File: config.mk
export PLATFORM = sky130hd
export DESIGN_NAME = fetch_if_stage
export DESIGN_NICKNAME = d
export VERILOG_FILES = /design/src/fetch_pkg.sv /design/src/fetch_if_id_reg.sv /design/src/fetch_if_stage.sv /design/src/fetch_pc_mux.sv /design/src/fetch_prefetch.sv
export VERILOG_INCLUDE_DIRS = /design/src
export SDC_FILE = /design/constraint.sdc
export NUM_CORES = 1
export LEC_CHECK = 0
export BUFFER_PORTS_ARGS = -buffer_cell sky130_fd_sc_hd__buf_2
export CAP_MARGIN = 15
export CORE_MARGIN = 2
export CORE_UTILIZATION = 35
export DETAILED_ROUTE_END_ITERATION = 16
export PLACE_DENSITY = 0.62
export SETUP_SLACK_MARGIN = 0.05
export SLEW_MARGIN = 20
export SYNTH_ARGS = -nofsm -noshare
export SYNTH_HDL_FRONTEND = slang
export SYNTH_SLANG_ARGS = --single-unit
File: constraint.sdc
create_clock -name clk_i -period 8.6 [get_ports clk_i]
set_clock_uncertainty 0.15 [all_clocks]
set_input_delay 1.29 -clock clk_i [delete_from_list [all_inputs] [get_ports clk_i]]
set_output_delay 1.29 -clock clk_i [all_outputs]
set_load 0.01 [all_outputs]
File: src/fetch_cfg.svh
//////////////////////////////
// configuration macros for the fetch stage
// boot offset, debug addresses, buffer depth, word width
//////////////////////////////

`ifndef FETCH_CFG_SVH
`define FETCH_CFG_SVH

// address and instruction word width
`define FETCH_XLEN 32

// low byte added to the 256-byte aligned boot address
`define FETCH_BOOT_OFFSET 8'h00

// debug module entry points
`define FETCH_DM_HALT_ADDR 32'h1A11_0800
`define FETCH_DM_EXC_ADDR 32'h1A11_0808

// number of fetched words the prefetch FIFO holds
`define FETCH_FIFO_DEPTH 2

`endif

File: src/fetch_pkg.sv
//////////////////////////////
// fetch stage types
// PC select enums, address and word types
//////////////////////////////

`include "fetch_cfg.svh"

package fetch_pkg;

  // instruction address and instruction word
  typedef logic [`FETCH_XLEN-1:0] addr_t;
  typedef logic [`FETCH_XLEN-1:0] word_t;

  // interrupt cause index used for vectored entry
  typedef logic [4:0] irq_vec_t;

  // source of the next PC
  typedef enum logic [2:0] {
    PC_BOOT = 3'd0,
    PC_JUMP = 3'd1,
    PC_EXC  = 3'd2,
    PC_ERET = 3'd3,
    PC_DRET = 3'd4
  } pc_sel_e;

  // exception target select
  typedef enum logic [1:0] {
    EXC_PC_EXC     = 2'd0,
    EXC_PC_IRQ     = 2'd1,
    EXC_PC_DBD     = 2'd2,
    EXC_PC_DBG_EXC = 2'd3
  } exc_pc_sel_e;

endpackage

File: src/fetch_if_id_reg.sv
//////////////////////////////
// IF-ID pipeline register
// instruction, PC, error, valid and new flags
//////////////////////////////

`timescale 1ns/10ps

module fetch_if_id_reg (
  input  logic             clk_i,
  input  logic             rst_ni,
  input  logic             fetch_valid_i,
  input  fetch_pkg::word_t fetch_rdata_i,
  input  fetch_pkg::addr_t fetch_addr_i,
  input  logic             fetch_err_i,
  input  logic             id_in_ready_i,
  input  logic             pc_set_i,
  input  logic             instr_valid_clear_i,
  output logic             fetch_ready_o,
  output logic             instr_valid_id_o,
  output logic             instr_new_id_o,
  output fetch_pkg::word_t instr_rdata_id_o,
  output fetch_pkg::addr_t pc_id_o,
  output logic             instr_fetch_err_o
);

  logic load;
  logic valid_d;

  // ID stall holds the prefetch FIFO head
  assign fetch_ready_o = id_in_ready_i;
  assign load          = fetch_valid_i & id_in_ready_i;

  // incoming word squashed by a redirect, held until ID clears it
  assign valid_d = (load & ~pc_set_i) | (instr_valid_id_o & ~instr_valid_clear_i);

  always_ff @(posedge clk_i or negedge rst_ni) begin
    if (!rst_ni) begin
      instr_valid_id_o <= 1'b0;
      instr_new_id_o   <= 1'b0;
    end else begin
      instr_valid_id_o <= valid_d;
      // one-cycle marker of a freshly loaded word
      instr_new_id_o   <= load;
    end
  end

  // payload, frozen while ID stalls
  always_ff @(posedge clk_i or negedge rst_ni) begin
    if (!rst_ni) begin
      instr_rdata_id_o  <= '0;
      pc_id_o           <= '0;
      instr_fetch_err_o <= 1'b0;
    end else if (load) begin
      instr_rdata_id_o  <= fetch_rdata_i;
      pc_id_o           <= fetch_addr_i;
      instr_fetch_err_o <= fetch_err_i;
    end
  end

  // a new word is valid in ID unless a redirect squashed it
  a_new_is_valid : assert property (@(posedge clk_i) disable iff (!rst_ni)
    instr_new_id_o |-> instr_valid_id_o || $past(pc_set_i))
    else $error("new instruction in ID without valid");

endmodule

File: src/fetch_if_stage.sv
//////////////////////////////
// instruction fetch stage top
// PC mux, prefetch unit and IF-ID register
//////////////////////////////

`timescale 1ns/10ps

module fetch_if_stage (
  input  logic                   clk_i,
  input  logic                   rst_ni,
  input  logic                   req_i,
  // redirect control
  input  logic                   pc_set_i,
  input  fetch_pkg::pc_sel_e     pc_mux_i,
  input  fetch_pkg::exc_pc_sel_e exc_pc_mux_i,
  input  fetch_pkg::irq_vec_t    irq_cause_i,
  // redirect targets
  input  fetch_pkg::addr_t       boot_addr_i,
  input  fetch_pkg::addr_t       branch_target_i,
  input  fetch_pkg::addr_t       csr_mepc_i,
  input  fetch_pkg::addr_t       csr_depc_i,
  input  fetch_pkg::addr_t       csr_mtvec_i,
  output logic                   csr_mtvec_init_o,
  // instruction bus
  output logic                   instr_req_o,
  output fetch_pkg::addr_t       instr_addr_o,
  input  logic                   instr_gnt_i,
  input  logic                   instr_rvalid_i,
  input  fetch_pkg::word_t       instr_rdata_i,
  input  logic                   instr_bus_err_i,
  // ID stage
  input  logic                   id_in_ready_i,
  input  logic                   instr_valid_clear_i,
  output logic                   instr_valid_id_o,
  output logic                   instr_new_id_o,
  output fetch_pkg::word_t       instr_rdata_id_o,
  output fetch_pkg::addr_t       pc_id_o,
  output logic                   instr_fetch_err_o,
  output fetch_pkg::addr_t       pc_if_o,
  output logic                   if_busy_o
);
  import fetch_pkg::*;

  addr_t pc_next;
  logic  fetch_valid;
  logic  fetch_ready;
  word_t fetch_rdata;
  logic  fetch_err;

  fetch_pc_mux u_pc_mux (
    .pc_set_i         (pc_set_i),
    .pc_mux_i         (pc_mux_i),
    .exc_pc_mux_i     (exc_pc_mux_i),
    .irq_cause_i      (irq_cause_i),
    .boot_addr_i      (boot_addr_i),
    .branch_target_i  (branch_target_i),
    .csr_mepc_i       (csr_mepc_i),
    .csr_depc_i       (csr_depc_i),
    .csr_mtvec_i      (csr_mtvec_i),
    .pc_next_o        (pc_next),
    .csr_mtvec_init_o (csr_mtvec_init_o)
  );

  // every pc_set_i redirects the prefetch unit
  fetch_prefetch u_prefetch (
    .clk_i           (clk_i),
    .rst_ni          (rst_ni),
    .req_i           (req_i),
    .branch_i        (pc_set_i),
    .branch_addr_i   (pc_next),
    .ready_i         (fetch_ready),
    .valid_o         (fetch_valid),
    .rdata_o         (fetch_rdata),
    .addr_o          (pc_if_o),
    .err_o           (fetch_err),
    .instr_req_o     (instr_req_o),
    .instr_addr_o    (instr_addr_o),
    .instr_gnt_i     (instr_gnt_i),
    .instr_rvalid_i  (instr_rvalid_i),
    .instr_rdata_i   (instr_rdata_i),
    .instr_bus_err_i (instr_bus_err_i),
    .busy_o          (if_busy_o)
  );

  fetch_if_id_reg u_if_id_reg (
    .clk_i               (clk_i),
    .rst_ni              (rst_ni),
    .fetch_valid_i       (fetch_valid),
    .fetch_rdata_i       (fetch_rdata),
    .fetch_addr_i        (pc_if_o),
    .fetch_err_i         (fetch_err),
    .id_in_ready_i       (id_in_ready_i),
    .pc_set_i            (pc_set_i),
    .instr_valid_clear_i (instr_valid_clear_i),
    .fetch_ready_o       (fetch_ready),
    .instr_valid_id_o    (instr_valid_id_o),
    .instr_new_id_o      (instr_new_id_o),
    .instr_rdata_id_o    (instr_rdata_id_o),
    .pc_id_o             (pc_id_o),
    .instr_fetch_err_o   (instr_fetch_err_o)
  );

endmodule

File: src/fetch_pc_mux.sv
//////////////////////////////
// next-PC multiplexer
// exception vectors and mtvec init pulse
//////////////////////////////

`timescale 1ns/10ps
`include "fetch_cfg.svh"

module fetch_pc_mux (
  input  logic                   pc_set_i,
  input  fetch_pkg::pc_sel_e     pc_mux_i,
  input  fetch_pkg::exc_pc_sel_e exc_pc_mux_i,
  input  fetch_pkg::irq_vec_t    irq_cause_i,
  input  fetch_pkg::addr_t       boot_addr_i,
  input  fetch_pkg::addr_t       branch_target_i,
  input  fetch_pkg::addr_t       csr_mepc_i,
  input  fetch_pkg::addr_t       csr_depc_i,
  input  fetch_pkg::addr_t       csr_mtvec_i,
  output fetch_pkg::addr_t       pc_next_o,
  output logic                   csr_mtvec_init_o
);
  import fetch_pkg::*;

  addr_t trap_base;
  addr_t exc_pc;

  // trap base is 256-byte aligned, mode bits of mtvec dropped
  assign trap_base = {csr_mtvec_i[`FETCH_XLEN-1:8], 8'h00};

  //////////////////////////////
  // exception target
  //////////////////////////////
  always_comb begin
    case (exc_pc_mux_i)
      EXC_PC_EXC:     exc_pc = trap_base;
      // vectored entry, base + 4 * cause
      EXC_PC_IRQ:     exc_pc = {csr_mtvec_i[`FETCH_XLEN-1:8], 1'b0, irq_cause_i, 2'b00};
      EXC_PC_DBD:     exc_pc = `FETCH_DM_HALT_ADDR;
      EXC_PC_DBG_EXC: exc_pc = `FETCH_DM_EXC_ADDR;
      default:        exc_pc = trap_base;
    endcase
  end

  //////////////////////////////
  // next PC
  //////////////////////////////
  always_comb begin
    case (pc_mux_i)
      PC_BOOT: pc_next_o = {boot_addr_i[`FETCH_XLEN-1:8], `FETCH_BOOT_OFFSET};
      PC_JUMP: pc_next_o = branch_target_i;
      PC_EXC:  pc_next_o = exc_pc;
      // return from trap handler
      PC_ERET: pc_next_o = csr_mepc_i;
      // return from debug mode
      PC_DRET: pc_next_o = csr_depc_i;
      default: pc_next_o = {boot_addr_i[`FETCH_XLEN-1:8], `FETCH_BOOT_OFFSET};
    endcase
  end

  // CSR file loads mtvec from the boot address on a boot redirect
  assign csr_mtvec_init_o = pc_set_i & (pc_mux_i == PC_BOOT);

  //////////////////////////////
  // checks
  //////////////////////////////
  always_comb begin
    // a redirect must name a real PC source
    if (pc_set_i) begin
      a_pc_mux_legal : assert (pc_mux_i inside {PC_BOOT, PC_JUMP, PC_EXC, PC_ERET, PC_DRET})
        else $error("illegal pc_mux_i on pc_set_i");
    end
    // boot address and mtvec init assume a 256-byte aligned region
    if (pc_set_i && (pc_mux_i == PC_BOOT)) begin
      a_boot_aligned : assert (boot_addr_i[7:0] == 8'h00)
        else $error("boot_addr_i low byte not zero");
    end
  end

endmodule

File: src/fetch_prefetch.sv
//////////////////////////////
// prefetch unit
// instruction bus master, redirect discard, word FIFO
//////////////////////////////

`timescale 1ns/10ps
`include "fetch_cfg.svh"

module fetch_prefetch #(
  parameter int unsigned FifoDepth = `FETCH_FIFO_DEPTH
) (
  input  logic             clk_i,
  input  logic             rst_ni,
  input  logic             req_i,
  input  logic             branch_i,
  input  fetch_pkg::addr_t branch_addr_i,
  input  logic             ready_i,
  output logic             valid_o,
  output fetch_pkg::word_t rdata_o,
  output fetch_pkg::addr_t addr_o,
  output logic             err_o,
  output logic             instr_req_o,
  output fetch_pkg::addr_t instr_addr_o,
  input  logic             instr_gnt_i,
  input  logic             instr_rvalid_i,
  input  fetch_pkg::word_t instr_rdata_i,
  input  logic             instr_bus_err_i,
  output logic             busy_o
);
  import fetch_pkg::*;

  localparam int unsigned   CntW     = $clog2(FifoDepth + 1);
  localparam int unsigned   PtrW     = (FifoDepth > 1) ? $clog2(FifoDepth) : 1;
  localparam logic [PtrW-1:0] LastPtr  = PtrW'(FifoDepth - 1);
  localparam logic [CntW:0]   DepthLim = (CntW + 1)'(FifoDepth);

  // request side
  addr_t           fetch_addr_q;
  addr_t           branch_target;
  logic            gnt;
  logic [CntW:0]   in_flight;
  // outstanding requests, and how many of them belong to a dead stream
  logic [CntW-1:0] out_cnt_q, out_cnt_d;
  logic [CntW-1:0] disc_cnt_q, disc_cnt_d;
  // response side
  addr_t           resp_addr_q;
  logic            resp_drop;
  logic            push;
  logic            pop;
  // word FIFO
  word_t           rdata_mem [FifoDepth];
  addr_t           addr_mem  [FifoDepth];
  logic [FifoDepth-1:0] err_mem;
  logic [PtrW-1:0] wr_ptr_q, rd_ptr_q;
  logic [CntW-1:0] fifo_cnt_q, fifo_cnt_d;

  //////////////////////////////
  // bus request
  //////////////////////////////
  // redirect target forced to a word boundary
  assign branch_target = {branch_addr_i[`FETCH_XLEN-1:2], 2'b00};

  // only ask while every answer is sure to find a FIFO slot
  assign in_flight    = {1'b0, out_cnt_q} + {1'b0, fifo_cnt_q};
  assign instr_req_o  = req_i & (in_flight < DepthLim);
  assign instr_addr_o = fetch_addr_q;
  assign gnt          = instr_req_o & instr_gnt_i;
  assign busy_o       = (out_cnt_q != '0);

  //////////////////////////////
  // response handling
  //////////////////////////////
  // answers to pre-redirect requests are thrown away
  assign resp_drop = instr_rvalid_i & (disc_cnt_q != '0);
  // a response in the redirect cycle is stale as well
  assign push      = instr_rvalid_i & ~resp_drop & ~branch_i;

  // hide the old head while redirecting so no stale word is taken
  assign valid_o = (fifo_cnt_q != '0) & ~branch_i;
  assign pop     = valid_o & ready_i;
  assign rdata_o = rdata_mem[rd_ptr_q];
  assign addr_o  = addr_mem[rd_ptr_q];
  assign err_o   = err_mem[rd_ptr_q];

  always_comb begin
    out_cnt_d = out_cnt_q;
    if (gnt && !instr_rvalid_i) begin
      out_cnt_d = out_cnt_q + 1'b1;
    end else if (!gnt && instr_rvalid_i) begin
      out_cnt_d = out_cnt_q - 1'b1;
    end
    // everything still on the bus after a redirect is dead
    if (branch_i) begin
      disc_cnt_d = out_cnt_d;
    end else if (resp_drop) begin
      disc_cnt_d = disc_cnt_q - 1'b1;
    end else begin
      disc_cnt_d = disc_cnt_q;
    end
  end

  always_comb begin
    fifo_cnt_d = fifo_cnt_q;
    if (branch_i) begin
      fifo_cnt_d = '0;
    end else if (push && !pop) begin
      fifo_cnt_d = fifo_cnt_q + 1'b1;
    end else if (!push && pop) begin
      fifo_cnt_d = fifo_cnt_q - 1'b1;
    end
  end

  //////////////////////////////
  // control state
  //////////////////////////////
  always_ff @(posedge clk_i or negedge rst_ni) begin
    if (!rst_ni) begin
      fetch_addr_q <= '0;
      resp_addr_q  <= '0;
      out_cnt_q    <= '0;
      disc_cnt_q   <= '0;
      fifo_cnt_q   <= '0;
      wr_ptr_q     <= '0;
      rd_ptr_q     <= '0;
    end else begin
      out_cnt_q  <= out_cnt_d;
      disc_cnt_q <= disc_cnt_d;
      fifo_cnt_q <= fifo_cnt_d;
      if (branch_i) begin
        fetch_addr_q <= branch_target;
        resp_addr_q  <= branch_target;
        wr_ptr_q     <= '0;
        rd_ptr_q     <= '0;
      end else begin
        // next sequential word once the current one is granted
        if (gnt) begin
          fetch_addr_q <= fetch_addr_q + addr_t'(4);
        end
        // responses are in order, so the tag just counts up
        if (push) begin
          resp_addr_q <= resp_addr_q + addr_t'(4);
          wr_ptr_q    <= (wr_ptr_q == LastPtr) ? '0 : wr_ptr_q + 1'b1;
        end
        if (pop) begin
          rd_ptr_q <= (rd_ptr_q == LastPtr) ? '0 : rd_ptr_q + 1'b1;
        end
      end
    end
  end

  // FIFO storage
  always_ff @(posedge clk_i or negedge rst_ni) begin
    if (!rst_ni) begin
      rdata_mem <= '{default: '0};
      addr_mem  <= '{default: '0};
      err_mem   <= '0;
    end else if (push) begin
      rdata_mem[wr_ptr_q] <= instr_rdata_i;
      addr_mem[wr_ptr_q]  <= resp_addr_q;
      err_mem[wr_ptr_q]   <= instr_bus_err_i;
    end
  end

  //////////////////////////////
  // checks
  //////////////////////////////
  a_req_aligned : assert property (@(posedge clk_i) disable iff (!rst_ni)
    instr_req_o |-> (instr_addr_o[1:0] == 2'b00))
    else $error("instruction request not word aligned");

  // a waiting request stays up on the same address until granted, unless redirected
  a_req_stable : assert property (@(posedge clk_i) disable iff (!rst_ni)
    instr_req_o && !instr_gnt_i && !branch_i |=> instr_req_o && $stable(instr_addr_o))
    else $error("instruction request dropped or moved before grant");

endmodule

== After elaboration in Yosys (flattened, before gate mapping) ==
Index checks and enable logic that the tools add are counted.
Cells by class
  add/subtract/negate cells: 10
  order comparisons: 7
  eq/ne operators: 7
  multiplexer cells: 34
  bitwise gates (word level): 16
  reduce and logical (&&, ||, !) cells: 20
Operators with widths (count)
  32-bit 2-to-1 mux: 11
  32-bit one-hot mux with 4 select lines: 2
  64-bit bitwise mux: 2
  32-bit by 3-bit adder with 32-bit output, second input constant: 2
  32-bit demux with 1-bit select: 1
  2-bit 2-to-1 mux: 7
  2-bit nonzero test: 7
  1-bit AND: 10
  1-bit 2-to-1 mux: 9
  3-bit by 2-bit equality test with 1-bit output, second input constant: 2
  1-bit logical AND: 6
  2-bit by 1-bit subtractor with 2-bit output, second input constant: 3
  2-bit by 1-bit adder with 2-bit output, second input constant: 2
  2-bit equality test, second input constant: 2
  2-bit >= comparator, second input constant: 2
  1-bit logical NOT: 4
  1-bit by 2-bit < comparator with 1-bit output, second input constant: 2
  1-bit inverter with 2-bit output: 2
  2-bit by 2-bit adder with 3-bit output: 1
  3-bit by 1-bit equality test with 1-bit output, second input constant: 1
  3-bit equality test, second input constant: 1
  3-bit logical NOT: 1
  3-bit by 2-bit < comparator with 1-bit output, second input constant: 1
  1-bit inverter: 3
  9 further kinds: 10
Word-level totals
  bits in registers: 269
  bits of input ports: 211
  output and inout bits: 134
  logic and storage cells: 111

== Logic depth before layout (Yosys ltp) ==
  word-level depth: 10
  mapped depth: 9
  depth with buffers taken out: 7

== By module ==
From an unflattened synthesis, not the netlist that was laid out.
Second synthesis, totals
  cell total of the unflattened synthesis: 1125
  area total of the unflattened synthesis: 13221.4 um^2
Modules (own cells, without submodules)
  fetch_prefetch: instances 1, cells each 766, area each 9326.4 um^2, seq. area each 4854.7 um^2
  fetch_if_id_reg: instances 1, cells each 144, area each 2648.8 um^2, seq. area each 1676.6 um^2
  fetch_pc_mux: instances 1, cells each 215, area each 1246.2 um^2, seq. area each 0.0 um^2

== Worst setup path before layout ==
No wires, ideal clock.
  path kind: input to output
  start: input port pc_mux_i[1]
  end: output port csr_mtvec_init_o
  arrival time: 2.027 ns
  required time: 7.160 ns
  setup slack: 5.133 ns
  stages: 3
  path buffers: 1
  cell sequence: clkbuf_1 or3_1 nor2_1
Between the ends
  cells in the longest elaborated chain, start to end: 2
Ends and longest elaborated chain
  start: declaration: line fetch_if_stage.sv:14  | input fetch_pkg::pc_sel_e pc_mux_i,
  3-bit logical NOT
  1-bit AND: line fetch_pc_mux.sv:61  | assign csr_mtvec_init_o = pc_set_i & (pc_mux_i == PC_BOOT);
  end: declaration: line fetch_if_stage.sv:23  | output logic csr_mtvec_init_o,
Every way passes these cells.

== Final worst setup path ==
  start: input port pc_set_i
  end: output port csr_mtvec_init_o
Between the ends
  cells in the longest elaborated chain, start to end: 1
Ends and longest elaborated chain
  start: declaration: line fetch_if_stage.sv:13  | input logic pc_set_i,
  1-bit AND: line fetch_pc_mux.sv:61
Every way passes these cells.

==> results.sh <==
export IMPL_outcome="finished clean"
export IMPL_ios=345
export IMPL_async_flop_share=1.000
export IMPL_timing_hold_ws_ns=0.3207
export IMPL_io_buffers=316
export IMPL_grt_setup_unrepaired="false"
export IMPL_final_seq_area_mm2=0.006485
export IMPL_core_area_mm2=0.03661
export IMPL_synthDistinctLibCells=66
export IMPL_drcViolationCount=0
export IMPL_routedWlPerCell_um=19.58
export IMPL_synth_seq_area_share=0.4991
export IMPL_criticalPathCategory="in2out"
export IMPL_drt_initial_drc_count=583
export IMPL_vias=10453
export IMPL_arrival_ns=2.76
export IMPL_cts_root_buf="clkbuf_16"
export IMPL_grt_pass1_vias=10424
export IMPL_finalPower_uw=4541
export IMPL_pre_cts_slack_ns=4.257
export IMPL_synthesis_instances=1172
export IMPL_clk_pin_slew_ns=0.05
export IMPL_grt_max_degree=140
export IMPL_startpoint_type="primary input"
export IMPL_fin_setup_tns_ns=0
export IMPL_finalSetupViolCount=0
export IMPL_cts_htree_levels=1
export IMPL_post_cts_buffers=0
export IMPL_cts_hold_buf=0
export IMPL_die_area_mm2=0.03866
export IMPL_synth_edf_count=0
export IMPL_worst_pin_slew_ns=1.169
export IMPL_drv_slew=0
export IMPL_num_rows=70
export IMPL_clock_sinks=259
export IMPL_final_cell_mix="315 x buf_2, 258 x dfrtp_1, 188 x mux2_2"
export IMPL_vdd_drop_max_v=0.0001458
export IMPL_synthesis_area_mm2=0.01299
export IMPL_antenna_cells=0
export IMPL_min_period_ns=4.197
export IMPL_post_cts_resized=0
export IMPL_critPathMaxFanout=36
export IMPL_drive_above_1_share=0.4065
export IMPL_critical_path_required_ns=7.16
export IMPL_drt_total_wl_um=38070
export IMPL_grtUsageTotal=0.1909
export IMPL_post_dp_hpwl_um=27120
export IMPL_leakage_uw=0.007325
export IMPL_numCtsBuffers=28
export IMPL_cts_tree="done"
export IMPL_die_y_um=196.6
export IMPL_layout_commonest_cell="buf_2"
export IMPL_finalInstanceArea_mm2=0.01597
export IMPL_antenna_found_initial=2
export IMPL_fill_cells=3597
export IMPL_overflow=0
export IMPL_fmax_mhz=238.3
export IMPL_firstDrtPassIters=5
export IMPL_start_util=0.3547
export IMPL_maxCapViolations=0
export IMPL_area_growth_pct=22.99
export IMPL_power_density_mw_per_mm2=284.3
export IMPL_multiInputGateArea_mm2=0.006156
export IMPL_hold_viol=0
export IMPL_worst_slack_ns=4.403
export IMPL_place_area_mm2=0.01503
export IMPL_worst_setup_path_end_kind="output pin"
export IMPL_ant_nets=0
export IMPL_syn_area_per_cell_um2=11.08
export IMPL_die_width_um=196.6
export IMPL_min_path_type="reg2reg"
export IMPL_final_nets=1674
export IMPL_ys_warnings_count=0
export IMPL_slew_limit_headroom=0.2133
export IMPL_grt_first_pass_wirelength_um=58320
export IMPL_clock_latency_ns=0.54
export IMPL_ys_flop_type="dfrtp_1"
export IMPL_ys_ff_latch=259
export IMPL_timing_final_crit_share=0.4880
export IMPL_cts_buffer_depth=3
export IMPL_vias_per_cell=5.377
export IMPL_routabilityCongestion=0.8889
==> kinds of logic (layout without fill, tap and decap cells) <==
logic type / count (synthesis) / in the layout / share of synthesized area
xor+xnor: 33 / 33 / 0.02226
compound gates: 241 / 241 / 0.1250
mux: 227 / 227 / 0.1931
flops: 259 / 259 / 0.4991
buf+inv: 104 / 403 / 0.03199
other cells: 1 / 6 / 0.0002888
simple gates: 302 / 302 / 0.1229
fa+ha+maj: 5 / 5 / 0.005396
==> power breakdown <==
part | switching (µW) | internal (µW) | total [µW]
logic | 683 | 715 | 1400
registers | 283 | 1680 | 1960
clock network | 480 | 698 | 1180
total | 1450 | 3100 | 4540
==> synthesized netlist by cell type (6+ instances only) <==
master | n | area, µm²
o21a_1 | 7 | 52.55
nand2_1 | 44 | 165.2
o211ai_1 | 9 | 67.56
o221a_2 | 11 | 123.9
mux2i_1 | 39 | 390.4
buf_4 | 6 | 45.04
nor4_1 | 6 | 37.54
and3_1 | 9 | 56.30
o22ai_1 | 6 | 37.54
and2_1 | 17 | 106.4
clkbuf_1 | 65 | 244.0
nand4_1 | 19 | 118.9
nor2b_1 | 10 | 62.56
o22a_1 | 6 | 52.55
inv_1 | 21 | 78.83
nand3_1 | 35 | 175.2
dfrtp_1 | 259 | 6481
buf_1 | 9 | 33.78
xor2_1 | 15 | 131.4
nor3_1 | 19 | 95.09
a31oi_1 | 18 | 112.6
nor2_1 | 90 | 337.8
a21oi_1 | 76 | 380.4
nor4b_1 | 15 | 131.4
xnor2_1 | 18 | 157.7
o21ai_0 | 30 | 150.1
a221oi_1 | 17 | 148.9
a21o_1 | 15 | 112.6
mux2_2 | 188 | 2117
nor3b_1 | 6 | 45.04
a211oi_1 | 6 | 45.04
==> stage by stage <==
stage                     utilization  cells
after global placement         0.4104   1894
after floorplan                     -   1177
after CTS                      0.4350   1942
final                          0.4363   1944
after detailed placement       0.4104   1894
after global routing           0.4363   1944
==> final timing paths <==
check | from | end | slack, ns | cells after the start
setup / recovery | pc_set_i | csr_mtvec_init_o | 4.40 | 4
hold / removal | u_prefetch.addr_mem[17] | u_prefetch.addr_mem[17] | 0.32 | 2
setup reg to reg | u_prefetch.fifo_cnt_q[0] | u_prefetch.instr_addr_o[10] | 5.42 | 6
hold reg to reg | u_prefetch.addr_mem[17] | u_prefetch.addr_mem[17] | 0.32 | 2
max in group asynchronous | rst_ni | u_prefetch.rd_ptr_q | 6.29 | 2
min in group asynchronous | rst_ni | u_if_id_reg.pc_id_o[28] | 0.66 | 1
==> cell type report <==
cell class / count / share of cell area
flip-flops and latches: 259 / 0.4060
multi-input cells: 814 / 0.3854
repair buffers: 333 / 0.1105
clock buffers: 38 / 0.04943
well taps: 468 / 0.03666
clock inverters: 10 / 0.006815
inverters: 22 / 0.005170
==> worst max-delay path, cell delays in order <==
cell and delay, ns:
buf_2 0.54, inv_2 0.52, nor2_1 0.22, buf_2 0.16
==> routing by layer <==
metal  vias up  track usage  wire (µm)
li1       4860            -          -
met1      5149       0.2456      16550
met2       374       0.3281      18010
met3        68      0.03422       2345
met4         2      0.05792       1146
met5         -            0         13
==> registers in the layout (all words and copies together) (netlist names) <==
register / count
u_prefetch.disc_cnt_q: 2
u_prefetch.resp_addr_q: 30
u_if_id_reg.instr_new_id_o: 1
u_prefetch.rd_ptr_q: 1
u_prefetch.rdata_mem: 64
u_prefetch.fifo_cnt_q: 2
u_prefetch.err_mem: 2
u_if_id_reg.instr_fetch_err_o: 1
u_if_id_reg.pc_id_o: 30
u_prefetch.out_cnt_q: 2
u_prefetch.wr_ptr_q: 1
u_prefetch.instr_addr_o: 30
u_if_id_reg.instr_valid_id_o: 1
u_if_id_reg.instr_rdata_id_o: 32
u_prefetch.addr_mem: 60
No activity file was read; power rests on OpenSTA's default activity.
